### src/verilog/loader_params.svh
//########################################
// Loader constants: table sizes, address
// widths, record layout and signature.
// Include where a width or offset is used.
//########################################
`ifndef LOADER_PARAMS_SVH
`define LOADER_PARAMS_SVH

`define LD_SLOT_BLOCKS  64
`define LD_RAM_REFS     16
`define LD_REC_BYTES    16
`define LD_BLOCK_SHIFT  14      // 16 KB size unit
`define LD_IMG_INDEX    1       // Download index of the machine image

`define LD_SIG0         8'h4D   // 'M'
`define LD_SIG1         8'h53   // 'S'
`define LD_SIG2         8'h58   // 'X'

`define LD_REC_TYPE     3       // Type in [7:4], slot/subslot in [3:0]
`define LD_REC_ID       4
`define LD_REC_SIZE_HI  5
`define LD_REC_SIZE_LO  6
`define LD_REC_MAPPER   8
`define LD_REC_MODE     9
`define LD_REC_PARAM    10
`define LD_REC_PATTERN  11

`define LD_DDR_AW       28
`define LD_RAM_AW       27
`define LD_IMG_AW       27

`endif
### src/verilog/msx_pkg.sv
//########################################
// Machine-side types: slot layout blocks,
// RAM lookup entries and BIOS config.
// Shared by the loader and the MSX core.
//########################################
`include "loader_params.svh"

package msx_pkg;

    typedef enum logic [7:0] {
        MAPPER_NONE       = 8'h00,
        MAPPER_ASCII8     = 8'h01,
        MAPPER_ASCII16    = 8'h02,
        MAPPER_KONAMI     = 8'h03,
        MAPPER_KONAMI_SCC = 8'h04,
        MAPPER_UNUSED     = 8'hFF      // Empty block
    } mapper_t;

    // Other device codes pass through from records unchanged
    typedef enum logic [7:0] {
        DEVICE_NONE = 8'h00,
        DEVICE_FDC  = 8'h03
    } mem_device_t;

    typedef enum logic [1:0] {
        MSX1,
        MSX2,
        MSX2P,
        MSXTR
    } msx_typ_t;

    typedef logic [3:0] ram_ref_t;

    typedef struct packed {
        mapper_t     mapper;
        mem_device_t device;
        ram_ref_t    ref_ram;
        logic [1:0]  offset_ram;       // 16 KB page within region
        logic        external;
    } slot_block_t;

    typedef struct packed {
        logic [`LD_RAM_AW-1:0] addr;
        logic [15:0]           size;   // In 16 KB units
        logic                  ro;
    } ram_lookup_t;

    typedef struct packed {
        logic [7:0] ram_size;
        logic       use_fdc;
        logic [3:0] slot_expander_en;
        msx_typ_t   msx_typ;
    } bios_config_t;

endpackage

### src/verilog/load_pkg.sv
//########################################
// Loader-side types: addresses, record
// and data ids, sequencer states and the
// RAM write and block store bundles.
//########################################
`include "loader_params.svh"

package load_pkg;

    typedef logic [`LD_DDR_AW-1:0] ddr_addr_t;
    typedef logic [`LD_RAM_AW-1:0] ram_addr_t;
    typedef logic [`LD_IMG_AW-1:0] img_size_t;
    typedef logic [3:0]            slot_sel_t;   // Slot [3:2], subslot [1:0]

    typedef enum logic [3:0] {
        REC_NONE,
        REC_FW,
        REC_SLOT_A,
        REC_SLOT_B,
        REC_SLOT_INTERNAL,
        REC_DEVICE,
        REC_CONFIG,
        REC_KBD_LAYOUT
    } rec_type_t;

    typedef enum logic [7:0] {
        DATA_NONE = 8'h00,
        DATA_ROM  = 8'h01,
        DATA_RAM  = 8'h02
    } data_id_t;

    typedef enum logic [2:0] {
        ST_IDLE,
        ST_CLEAN,
        ST_READ_REC,
        ST_READ_BYTE,
        ST_CHECK,
        ST_FILL,
        ST_FILL2,
        ST_STORE
    } ld_state_t;

    typedef struct packed {
        ram_addr_t  addr;
        logic [7:0] din;
        logic       ce;
    } ram_wr_t;

    typedef struct packed {
        slot_sel_t            slot_sel;
        logic [7:0]           mode;      // Four 2-bit fields, block 0 in [1:0]
        logic [7:0]           param;
        msx_pkg::mapper_t     mapper;
        msx_pkg::mem_device_t device;
        msx_pkg::ram_ref_t    ref_ram;
        data_id_t             data_id;
        logic                 stb;
    } block_store_t;

endpackage

### src/verilog/load_sequencer.sv
//########################################
// Load FSM. Clears the slot table, walks
// the image records in DDR, fills RAM and
// issues block stores and lookup entries.
//########################################
`include "loader_params.svh"

module load_sequencer (
    input  logic                   clk,
    input  logic                   rst_n,
    input  logic                   load_start,
    input  load_pkg::img_size_t    img_size,
    input  logic [7:0]             ddr3_dout,
    input  logic                   ddr3_ready,
    input  logic                   sdram_ready,
    output load_pkg::ddr_addr_t    ddr3_addr,
    output logic                   ddr3_rd,
    output logic                   ddr3_request,
    output logic                   reset_rq,
    output logic                   load_done,
    output logic                   ram_ce,
    output load_pkg::ram_addr_t    ram_addr,
    output logic [2:0]             pattern_sel,
    output logic                   region_start,
    output logic                   table_clear,
    output logic [5:0]             clear_index,
    output load_pkg::block_store_t block_store,
    output msx_pkg::ram_lookup_t   ram_lookup [`LD_RAM_REFS],
    output msx_pkg::bios_config_t  bios_config
);
    import msx_pkg::*;
    import load_pkg::*;

    ld_state_t   state;
    logic [7:0]  rec [`LD_REC_BYTES];
    logic [3:0]  rec_idx;
    ram_ref_t    ref_ram;
    logic        ref_add;          // Region allocated for this record
    ram_addr_t   fill_left;
    logic        advance;
    logic        sig_ok;
    rec_type_t   rec_type;
    data_id_t    data_id;
    mem_device_t device;
    logic [15:0] size_units;

    assign advance      = ddr3_ready && !ddr3_rd;
    assign reset_rq     = state != ST_IDLE;
    assign ddr3_request = reset_rq;
    assign table_clear  = state == ST_CLEAN && advance;
    assign sig_ok       = rec[0] == `LD_SIG0 && rec[1] == `LD_SIG1 && rec[2] == `LD_SIG2;
    assign rec_type     = rec_type_t'(rec[`LD_REC_TYPE][7:4]);
    assign data_id      = data_id_t'(rec[`LD_REC_ID]);
    assign device       = mem_device_t'(rec[`LD_REC_ID]);
    assign size_units   = {rec[`LD_REC_SIZE_HI], rec[`LD_REC_SIZE_LO]};
    assign pattern_sel  = (data_id == DATA_RAM) ? rec[`LD_REC_PATTERN][2:0] : 3'd0;

    always_ff @(posedge clk) begin
        if (!rst_n) begin
            state           <= ST_IDLE;
            ddr3_rd         <= 1'b0;
            ram_ce          <= 1'b0;
            load_done       <= 1'b0;
            region_start    <= 1'b0;
            block_store.stb <= 1'b0;
        end else begin
            ram_ce          <= 1'b0;
            load_done       <= 1'b0;
            region_start    <= 1'b0;
            block_store.stb <= 1'b0;

            if (ram_ce) ram_addr <= ram_addr + 1'b1;
            if (ddr3_ready && ddr3_rd) begin
                ddr3_rd   <= 1'b0;
                ddr3_addr <= ddr3_addr + 1'b1;
            end

            if (load_start) begin
                state       <= ST_CLEAN;
                ddr3_rd     <= 1'b0;
                ddr3_addr   <= '0;
                ram_addr    <= '0;
                clear_index <= '0;
                rec_idx     <= '0;
                ref_ram     <= '0;
                ref_add     <= 1'b0;
                bios_config <= '0;
            end else if (advance) begin
                case (state)
                    ST_CLEAN: begin
                        if (clear_index < 6'(`LD_RAM_REFS)) ram_lookup[clear_index[3:0]] <= '0;
                        clear_index <= clear_index + 1'b1;
                        if (clear_index == 6'(`LD_SLOT_BLOCKS - 1)) state <= ST_READ_REC;
                    end

                    ST_READ_REC: begin
                        if (ddr3_addr >= ddr_addr_t'(img_size)) begin
                            state     <= ST_IDLE;      // End of image
                            load_done <= 1'b1;
                        end else begin
                            ddr3_rd <= 1'b1;
                            state   <= ST_READ_BYTE;
                        end
                    end

                    ST_READ_BYTE: begin
                        rec[rec_idx] <= ddr3_dout;
                        rec_idx      <= rec_idx + 1'b1;
                        if (rec_idx == 4'(`LD_REC_BYTES - 1)) state <= ST_CHECK;
                        else ddr3_rd <= 1'b1;
                    end

                    ST_CHECK: begin
                        state <= ST_READ_REC;
                        if (!sig_ok) begin
                            state     <= ST_IDLE;
                            load_done <= 1'b1;
                        end else if (rec_type == REC_SLOT_INTERNAL) begin
                            state <= ST_FILL;
                            if (device == DEVICE_FDC) bios_config.use_fdc <= 1'b1;
                            if (data_id == DATA_RAM &&
                                rec[`LD_REC_SIZE_LO] > bios_config.ram_size) begin
                                bios_config.ram_size <= rec[`LD_REC_SIZE_LO];
                            end
                        end else if (rec_type == REC_CONFIG) begin
                            bios_config.slot_expander_en <= rec[`LD_REC_ID][3:0];
                            bios_config.msx_typ          <= msx_typ_t'(rec[`LD_REC_ID][5:4]);
                        end
                    end

                    ST_FILL: begin
                        state <= ST_STORE;
                        if (size_units != 16'd0) begin
                            ram_lookup[ref_ram].addr <= ram_addr;
                            ram_lookup[ref_ram].size <= size_units;
                            ram_lookup[ref_ram].ro   <= data_id != DATA_RAM;
                            fill_left    <= ram_addr_t'(size_units) << `LD_BLOCK_SHIFT;
                            ref_add      <= 1'b1;
                            region_start <= 1'b1;
                            state        <= ST_FILL2;
                            if (data_id != DATA_RAM) ddr3_rd <= 1'b1;   // Prefetch
                        end
                    end

                    ST_FILL2: begin
                        if (sdram_ready && !ram_ce) begin
                            ram_ce    <= 1'b1;
                            fill_left <= fill_left - 1'b1;
                            if (fill_left == ram_addr_t'(1)) state <= ST_STORE;
                            else if (data_id != DATA_RAM) ddr3_rd <= 1'b1;
                        end
                    end

                    ST_STORE: begin
                        block_store.slot_sel <= rec[`LD_REC_TYPE][3:0];
                        block_store.mode     <= rec[`LD_REC_MODE];
                        block_store.param    <= rec[`LD_REC_PARAM];
                        block_store.mapper   <= mapper_t'(rec[`LD_REC_MAPPER]);
                        block_store.device   <= device;
                        block_store.ref_ram  <= ref_ram;
                        block_store.data_id  <= data_id;
                        block_store.stb      <= 1'b1;
                        ref_ram <= ref_ram + ram_ref_t'(ref_add);
                        ref_add <= 1'b0;
                        state   <= ST_READ_REC;
                    end

                    default: ;
                endcase
            end
        end
    end

endmodule

### config.mk
export PLATFORM = sky130hd
export DESIGN_NAME = load_sequencer
export DESIGN_NICKNAME = d
export VERILOG_FILES = /design/src/verilog/msx_pkg.sv /design/src/verilog/load_pkg.sv /design/src/verilog/load_sequencer.sv
export VERILOG_INCLUDE_DIRS = /design/src /design/src/verilog
export SDC_FILE = /design/constraint.sdc
export NUM_CORES = 1
export LEC_CHECK = 0
export ABC_AREA = 1
export BUFFER_PORTS_ARGS = -buffer_cell sky130_fd_sc_hd__buf_2
export CORE_AREA = 2 2 341 343
export CTS_CLUSTER_SIZE = 25
export DETAILED_ROUTE_END_ITERATION = 6
export DIE_AREA = 0 0 343 345
export GPL_TIMING_DRIVEN = 0
export PLACE_DENSITY = 0.54
export SLEW_MARGIN = 20
export SYNTH_ARGS = -nofsm -noshare
export SYNTH_HDL_FRONTEND = slang
export SYNTH_SLANG_ARGS = --single-unit
### constraint.sdc
create_clock -name clk -period 9.76 [get_ports clk]
set_input_delay 1.464 -clock clk [delete_from_list [all_inputs] [get_ports clk]]
set_output_delay 1.464 -clock clk [all_outputs]
set_load 0.05 [all_outputs]
== Word level (Yosys, flattened, before mapping) ==
Memories as Yosys holds them, arrays and structs flattened. A register that Yosys moved wholly into a read port is not among the register bits.
Index checks and enable logic that the tools add are counted.

* Reduce and logical (&&, ||, !) cells: 48
* Mux-type cells: 68
* Bitwise operators: 9
* $add $sub $neg: 6
* Eq/ne operators: 30
* Magnitude comparators: 7

{| class="wikitable"
|+ Operators with widths
! operator !! count
|-
| bitwise mux 704 bit || 3
|-
| 2-to-1 mux 704 bit || 2
|-
| one-hot mux 704 bit (2 select lines) || 1
|-
| AND 704 bit || 1
|-
| demux 44 bit (select 4 bit) || 4
|-
| NOT 704 bit || 1
|-
| 2-to-1 mux 44 bit || 2
|-
| 2-to-1 mux 27 bit || 3
|-
| one-hot mux 27 bit (2 select lines) || 1
|-
| 2-to-1 mux 15 bit || 3
|-
| AND reduction 6 bit || 7
|-
| adder 28 x 1 -> 28 bit (second input constant) || 1
|-
| >= comparator 28 x 27 -> 1 bit || 1
|-
| 2-to-1 mux 28 bit || 1
|-
| nonzero test 2 bit || 14
|-
| adder 27 x 1 -> 27 bit (second input constant) || 1
|-
| == test 27 x 1 -> 1 bit (second input constant) || 1
|-
| subtractor 27 x 1 -> 27 bit (second input constant) || 1
|-
| 2-to-1 mux 1 bit || 25
|-
| == test 8 x 7 -> 1 bit (second input constant) || 3
|-
| 2-to-1 mux 6 bit || 4
|-
| 2-to-1 mux 3 bit || 7
|-
| one-hot mux 3 bit (7 select lines) || 1
|-
| 2-to-1 mux 17 bit || 1
|-
| 39 further kinds || 79
|}

* Word-level logic and storage cells: 238
* Bits of input ports: 40
* Flip-flop bits (word level): 840
* RAM bits: 128
* Output and inout port bits: 839
* Memories: 1

{| class="wikitable"
|+ Memories
! memory !! words !! bits a word !! read ports !! clocked after Yosys merged registers in !! write ports !! line !! text
|-
| rec || 16 || 8 || 11 || 3 || 1 || load_sequencer.sv:35 || <nowiki>logic [7:0] rec [`LD_REC_BYTES];</nowiki>
|}

== Longest topological paths before layout ==
Gate-level depths: netlist of run 1.

* Depth in word-level cells: 10
* Depth in mapped cells: 14

== Worst setup path before layout of run 1 ==
No wires, ideal clock.

* Path kind: input-to-reg
* From: input port load_start
* To: register ram_lookup[132] (netlist name), enable pin
* Buffers on the path: 2
* Setup time: 460 ps
* Data required time: 9,300 ps
* Stages: 7
* Setup slack: 4,774 ps
* Arrival time: 4,526 ps
* Cells stage by stage: clkbuf_1 > inv_2 > nand2_1 > nor2_2 > nand4_2 > buf_2 > a21oi_1

* Longest elaborated chain between the ends: 2

{| class="wikitable"
|+ Ends and longest elaborated chain
! item !! line !! text
|-
| start, declared || load_sequencer.sv:11 || <nowiki>input logic load_start,</nowiki>
|-
| NOT 1 bit (no line) || -- ||
|-
| AND reduction 6 bit (no line) || -- ||
|-
| end, declared || load_sequencer.sv:28 || <nowiki>output msx_pkg::ram_lookup_t ram_lookup [`LD_RAM_REFS],</nowiki>
|}

Every way passes these cells.
A chain may end at the register's enable or synchronous reset.

== Worst setup path in the final report of run 1 ==
* From: input port load_start
* To: register ram_lookup[547] (netlist name), enable pin

Same word-level chain as after synthesis.

==> results of run 1 <==
## state kept, by name, summed over array words and instances, names as in the netlist, 3 cells and up
signal	cells
fill_left	27
state	3
bios_config	15
block_store	41
ddr3_addr	28
ram_addr	27
clear_index	6
ref_ram	4
rec	83
rec_idx	4
ram_lookup	704
## how the worst max path moves through the flow
stage,from,end,slack (ns),cells past startpoint
floorplan,load_start,ram_lookup[132],4.77,7
global placement,load_start,ram_lookup[409],1.97,7
detailed placement,load_start,ram_lookup[570],4.81,9
CTS,load_start,ram_lookup[547],5.55,9
global route,load_start,ram_lookup[547],5.44,9
finish,load_start,ram_lookup[547],5.51,9
## cell families after synthesis
| group | synth area share [%] |
|---|---|
| AO/OA/AOI/OAI | 10.5 |
| XOR/XNOR | 0.461 |
| adder cells (fa/ha/maj) | 1.61 |
| buffers and inverters | 4.84 |
| flip-flops | 67.8 |
| AND/OR/NAND/NOR | 14.9 |
## per-stage QoR
stage | instance area (sq um) | utilization [%]
6_report | 52700 | 45.8
3_5_place_dp | 49400 | 42.9
3_3_place_gp | 48100 | 41.8
5_1_grt | 52700 | 45.8
2_1_floorplan | 41800 | -
4_1_cts | 52700 | 45.8
## area by class of cell
| class | count | area, sq um | area share, % |
|---|---|---|---|
| antenna | 13 | 32.5 | 0.0617 |
| buffer | 283 | 1220 | 2.32 |
| clock buffer | 132 | 2750 | 5.21 |
| clock inverter | 63 | 559 | 1.06 |
| inverter | 224 | 841 | 1.59 |
| multi-input combinational | 2245 | 11700 | 22.1 |
| sequential | 947 | 28400 | 53.8 |
| tap | 1524 | 1910 | 3.62 |
| timing repair buffer | 919 | 5390 | 10.2 |
## metal layers
metal,vias to the layer above,track usage [%]
met4,4,18.1
met2,2336,53.2
met5,-,0
li1,15571,-
met1,18484,42.1
met3,459,11.5
## cells in the mapped netlist, types with 2 or more instances
| cell | n | share of area (%) |
|---|---|---|
| a31oi_1 | 5 | 0.075 |
| nor4_1 | 7 | 0.10 |
| nor3b_1 | 6 | 0.11 |
| nor2_2 | 10 | 0.15 |
| nand3b_1 | 3 | 0.054 |
| edfxtp_1 | 939 | 67 |
| a22oi_1 | 3 | 0.054 |
| a21oi_1 | 92 | 1.1 |
| nor3_1 | 29 | 0.35 |
| nor3b_2 | 2 | 0.060 |
| o21ai_1 | 5 | 0.060 |
| nor2_4 | 5 | 0.13 |
| buf_2 | 53 | 0.63 |
| or2_2 | 6 | 0.090 |
| or2_0 | 6 | 0.090 |
| buf_1 | 21 | 0.19 |
| inv_2 | 11 | 0.099 |
| o31ai_1 | 2 | 0.036 |
| a211oi_1 | 11 | 0.20 |
| nand3_1 | 724 | 8.7 |
| nand2_2 | 7 | 0.10 |
| clkbuf_1 | 198 | 1.8 |
| dfxtp_1 | 8 | 0.38 |
| xor2_1 | 13 | 0.27 |
| nor2_1 | 214 | 1.9 |
| inv_1 | 197 | 1.8 |
| o21bai_1 | 2 | 0.036 |
| nor3_2 | 4 | 0.096 |
| ha_1 | 54 | 1.6 |
| xnor2_1 | 9 | 0.19 |
| nand2_1 | 254 | 2.3 |
| clkinv_1 | 16 | 0.14 |
| o21a_1 | 4 | 0.072 |
| clkbuf_8 | 2 | 0.066 |
| nor4_4 | 2 | 0.10 |
| nor3_4 | 2 | 0.078 |
| o21ai_0 | 729 | 8.7 |
| buf_4 | 9 | 0.16 |
| nand4_1 | 23 | 0.34 |
## power by group through the flow
stage	registers, W	clock network [W]	logic, W
finish	0.00452	0.00394	0.000479
global route	0.00452	0.00411	0.000512
CTS	0.00452	0.00395	0.000476
detailed placement	0.00460	0	0.000474
global placement	0.00461	0	0.000454
floorplan	0.00469	0	0.000194
## worst max-delay path: cells and delay by family
kind	cells	cell delay (ns)
simple gates	4	1.65
buf+inv	5	1.47
==> summary.txt, run 1 <==
Timing
  • Final Cycle Share: 43.5%
  • Pins Over Slew Limit: 0
  • RSZ-0062 raised after global routing: no
  • Final hold vios: 0
  • Setup_tns: 0 ns
  • PnR worst setup slack: 5.51 ns
  • Worst-Margin Slew: 1.25 ns
  • Top achievable clock speed: ~240 MHz
  • WHS: 0.404 ns
  • Setup-failing EPs final: 0
  • Slew margin rel.: 16.9%
  • Clock skew: between 0.04 and 0.05 ns
  • Tmin final: about 4.2 ns

Global routing
  • First-pass GRT wire length: about 280000 um
  • Largest net degree at the start of global routing: 29
  • Total GRT Usage: between 30 and 40%
  • Number of global-route vias before repair: 33462
  • Initial antenna violation count: 24
  • Grt ovf: 0

Route
  • TritonRoute pass-1 iters: 5
  • Routed vias: about 37000
  • DRT iter0 DRCs: 4621
  • Routed met1 length: 77400 um
  • Met2 WL: 94800 um
  • Post-route DRC: 0
  • DR WL/cell: 33.1 um
  • Top Layer Used: met5
  • Vias/cell: a little under 6
  • Antenna viol nets, final: 0
  • Final wirelength: about 210000 um
  • DR WL met3: approximately 25000 um

Power and ir drop
  • Power share of the clock group: roughly 44%
  • Internal cell power: ~0.0068 W
  • Total power: about 0.009 W
  • Register share of total power: slightly above 50%
  • Combinational Power Share: roughly 5.4%
  • Cell Pwr Density: 170 nW/um^2
  • Peak VDD IR: 140 uV
  • Switching power: between 0.002 and 0.0025 W
  • Static Leak: ~20 nW
  • Sw Ratio: 24.2%

Clock network
  • CTS Buf Count: between 100 and 150
  • Clk sinks: 947
  • Post_cts resized: 0
  • Post-CTS Setup Repair Bufs: 0
  • H-tree Lvls: 3
  • Clock insertion delay at the later pin of the skew report: between 0.7 and 0.8 ns
  • Hold Buf Count CTS: 0
  • TritonCTS clock tree: done
  • Clock Path Buffers: 3
  • Reg clk slew, reported paths: 0.06 ns
  • Clk root buf: clkbuf_16

Finish
  • Filler instances: 11111
  • Layout Cells excl Fill: 6350
  • Most frequent cells in the layout: edfxtp_1 (939), buf_2 (930), o21ai_0 (728)
  • Final #Nets: slightly below 5000
  • Layout Area Growth over Synthesis: 26.0%
  • Share of cells above drive strength 1: roughly 26%
  • Most common cell after layout, fill and taps aside: edfxtp_1

Floorplan
  • Die H: 345 um
  • Total core area: ~120000 sq um
  • Die area: 118000 sq um
  • Die width: roughly 340 um
  • Initial Utilization: 36.3%
  • Num rows: approximately 130
  • Io pins: ~880

Setup path
  • Worst-path cell chain: clkbuf_1, inv_2, nand2_1, nor2_2, nand4_2, buf_2, nor2_4, buf_16, buf_16
  • Critical path peak fanout: 22
  • Worst EP arrival: 4.65 ns
  • CP endpoint kind: register
  • Critical Path Start Type: input port
  • RR Endpoint: ram_lookup[547]
  • Max incr delay on CP: about 0.71 ns
  • CP Class: input port to register
  • Reg2Reg Launch Point: state[1]
  • R2r worst-path depth: 11
  • Slowest-stage cell, CP: nand4_2
  • Critical Path Most Common Cell: buf_16
  • Reg2reg setup slack: about 5.6 ns
  • WP data required: 10.16 ns

Placed design
  • DPL Wire Length: approximately 160000 um
  • Routability congestion estimate: between 0.9 and 1
  • Place WS: roughly 4.8 ns
  • I/O Buffers: 877
  • Placed cells: 6142

Hold path
  • Min-delay src: rec[8][6]
  • Hold path endpoint: block_store[27]
  • Hold depth: 0
  • Hold Crit Class: register to register

Synthesis
  • Mapped Area: between 40000 and 50000 sq um
  • Synth warn: 0
  • Async SR Flop Fraction: 0%
  • Main flop type after synthesis: edfxtp_1
  • Number of flops mapped to enable cells by yosys: around 940
  • Syn nets: 3793
  • Yosys cell types: 51
  • Syn Area/Cell: between 10 and 15 sq um
  • Mapped Cells: approximately 3700
  • Sequential area share after synthesis: about two thirds
  • Yosys reg bits: 947

Run
  • Max Cap Violations: 0

Run status
  • Status: finished, final reports clean
(Power assumes the default switching activity.)
==> inputs of run 2 (changes only) <==
--- a/config.mk
+++ b/config.mk
@@ -8,12 +8,12 @@
 export LEC_CHECK = 0
 export ABC_AREA = 1
 export BUFFER_PORTS_ARGS = -buffer_cell sky130_fd_sc_hd__buf_2
-export CORE_AREA = 2 2 341 343
+export CORE_AREA = 2 2 339 341
 export CTS_CLUSTER_SIZE = 25
 export DETAILED_ROUTE_END_ITERATION = 6
-export DIE_AREA = 0 0 343 345
+export DIE_AREA = 0 0 341 343
 export GPL_TIMING_DRIVEN = 0
-export PLACE_DENSITY = 0.54
+export PLACE_DENSITY = 0.57
 export SLEW_MARGIN = 20
 export SYNTH_ARGS = -nofsm -noshare
 export SYNTH_HDL_FRONTEND = slang
==> constraint.sdc (replaced) <==
create_clock -name clk -period 3.85 [get_ports clk]
set_input_delay 0.5775 -clock clk [delete_from_list [all_inputs] [get_ports clk]]
set_output_delay 0.5775 -clock clk [all_outputs]
set_load 0.05 [all_outputs]
==> run 2 against run 1 <==
Against the previous run:
- final area increased by 0.66%
- first-iteration DRC count increased by 10%
- sequential power increased to 2.5 times the previous value
- critical endpoint is now ram_lookup[211]
- utilization increased by 0.99 points
- clock power increased to 2.7 times the previous value
- via count increased by 1.4%
- sequential cell count unchanged
- clock-buffer cell count decreased by 12
==> summary.txt, run 2 (synthesis results as in run 1) <==
Clock network
  • Clock insertion delay at the later pin of the skew report: approximately 0.73 ns
  • CTS Buf Count: about 110
  • TritonCTS clock tree: done
  • Clk sinks: around 950
  • Clk root buf: clkbuf_16
  • Reg clk slew, reported paths: approximately 0.070 ns
  • Hold Buf Count CTS: 0
  • Clock Path Buffers: 3
  • H-tree Lvls: 3

Placed design
  • I/O Buffers: around 880
  • Cell area after placement: slightly below 50000 sq um
  • Placed cells: just over 6000
  • DPL Wire Length: ~150000 um
  • Routability congestion estimate: between 0.9 and 1

Hold path
  • Min-delay src: rst_n
  • Hold Crit Class: input port to register
  • Hold path endpoint: state[0]
  • Hold depth: 3

Setup path
  • WP data required: 4.28 ns
  • Critical Path Start Type: register
  • R2r worst-path depth: 11
  • CP Class: register to register
  • Reg2Reg Launch Point: state[1]
  • RR Endpoint: ram_lookup[211]
  • Worst EP arrival: ~4 ns
  • Reg2reg setup slack: 0.17 ns
  • CP endpoint kind: register
  • Critical path peak fanout: 19

Timing
  • RSZ-0062 raised after global routing: no
  • Final Cycle Share: a little over nine tenths
  • Final hold vios: 0
  • Pins Over Slew Limit: 0
  • Clock skew: between 0.05 and 0.06 ns
  • WHS: between 0.1 and 0.15 ns
  • Setup-failing EPs final: 0
  • Slew margin rel.: 22.3%
  • Setup_tns: 0 ns
  • Top achievable clock speed: 271 MHz
  • Tmin final: around 3.7 ns
  • Worst-Margin Slew: 1.17 ns

Global routing
  • GR Layer Usage met2: about 53%
  • Met1 Usage GRT: between 40% and 50%
  • Total GRT Usage: about a third
  • Largest net degree at the start of global routing: 30
  • Initial antenna violation count: 17
  • First-pass GRT wire length: 279000 um
  • Met3 Track Usage GR: around an eighth
  • Number of global-route vias before repair: approximately 34000
  • Grt ovf: 0
  • Gr busiest metal: met2

Finish
  • Most frequent cells in the layout: edfxtp_1 (939), buf_2 (931), o21ai_0 (728)
  • Largest regs: ram_lookup (704), rec (83), block_store (41)
  • Footprint of the multi-input gates: 11700 sq um
  • Most common cell after layout, fill and taps aside: edfxtp_1
  • Filler instances: 10790
  • Layout Area Growth over Synthesis: 26.8%
  • Final #Nets: between 4000 and 5000
  • Layout Cells excl Fill: 6343
  • Share of cells above drive strength 1: 26.0%
  • Design area: approximately 53000 sq um
  • Largest Register: ram_lookup
  • Max FFs per register: 704
  • Fin util: between 40 and 50%
  • Register area: ~28000 sq um

Route
  • Routed vias: roughly 37000
  • Final wirelength: between 200000 and 250000 um
  • DRT iter0 DRCs: roughly 5000
  • TritonRoute pass-1 iters: 6
  • DR WL/cell: about 33 um
  • Antenna viol nets, final: 0
  • Post-route DRC: 0
  • Vias/cell: between 5 and 6

Power and ir drop
  • Sw Ratio: between 20% and 30%
  • Switching power: roughly 0.0056 W
  • Peak VDD IR: between 300 and 400 uV
  • Internal cell power: 0.0178 W
  • Register share of total power: between 40 and 50%
  • Power share of the clock group: about 46%
  • Static Leak: about 21 nW
  • Combinational Power Share: around 5.2%
  • Cell Pwr Density: 440 nW/um^2

Run status
  • Status: finished, final reports clean

Floorplan
  • Initial Utilization: 36.9%
  • Total core area: about 110000 sq um
  • Io pins: around 880
  • Die width: roughly 340 um
  • Die area: between 100000 and 150000 sq um
  • Num rows: approximately 120
  • Die H: 343 um

Run
  • Max Cap Violations: 0
[run 2: repair_timing]
action	CTS	global route
gates cloned	1	0
pin swaps	1	0
setup buffers	4	7
endpoints found under the setup margin	149	47
gates resized for setup	1	0
[run 2: area by class of cell]
cell class	count	share of cell area [%]
antenna	9	0.0424
buffer	283	2.31
clock buffer	120	5.06
clock inverter	74	1.68
inverter	224	1.58
multi-input combinational	2246	22.0
sequential	947	53.4
tap	1512	3.56
timing repair buffer	928	10.3
[run 2: worst max path at each step]
stage	startpoint	end	slack, ns	cells past startpoint
after floorplan	state[1]	ram_lookup[132]	-0.28	9
after global placement	load_start	ram_lookup[398]	-3.17	7
after detailed placement	load_start	ram_lookup[678]	-0.14	8
after CTS	state[1]	ram_lookup[69]	0.18	11
after global routing	state[1]	ram_lookup[211]	0.02	11
final	state[1]	ram_lookup[211]	0.17	11
[run 2: power by group through the flow]
stage	Sequential, W	Clock [W]	Combinational [W]
floorplan	0.0119	0	0.000492
global placement	0.0117	0	0.00115
detailed placement	0.0117	0	0.00120
CTS	0.0115	0.0107	0.00120
global route	0.0115	0.0111	0.00130
finish	0.0115	0.0107	0.00122
[run 2: layer usage]
layer	vias up	wire length, um	share of wire [%]
met4	8	15000	7.2
met5	-	190	0.091
met3	542	27300	13
met2	2654	92300	44
met1	18556	74000	35
li1	15610	-	-
[run 2: per-stage QoR]
step | power [W] | setup WS [ns]
global placement | 0.0128 | -3.17
floorplan | 0.0124 | -0.277
CTS | 0.0234 | 0.182
global route | 0.0239 | 0.0154
detailed placement | 0.0129 | -0.136
finish | 0.0233 | 0.165
[run 2: critical path: stages, from the launching register on]
cell and delay, ns:
dfxtp_1 0.43, inv_1 0.12, ha_1 0.27, nand2_1 0.12, inv_2 0.10, buf_2 0.23, nand3_1 0.26, nand4_4 0.41
buf_2 0.51, a21oi_4 0.48, buf_16 0.23, buf_16 0.17
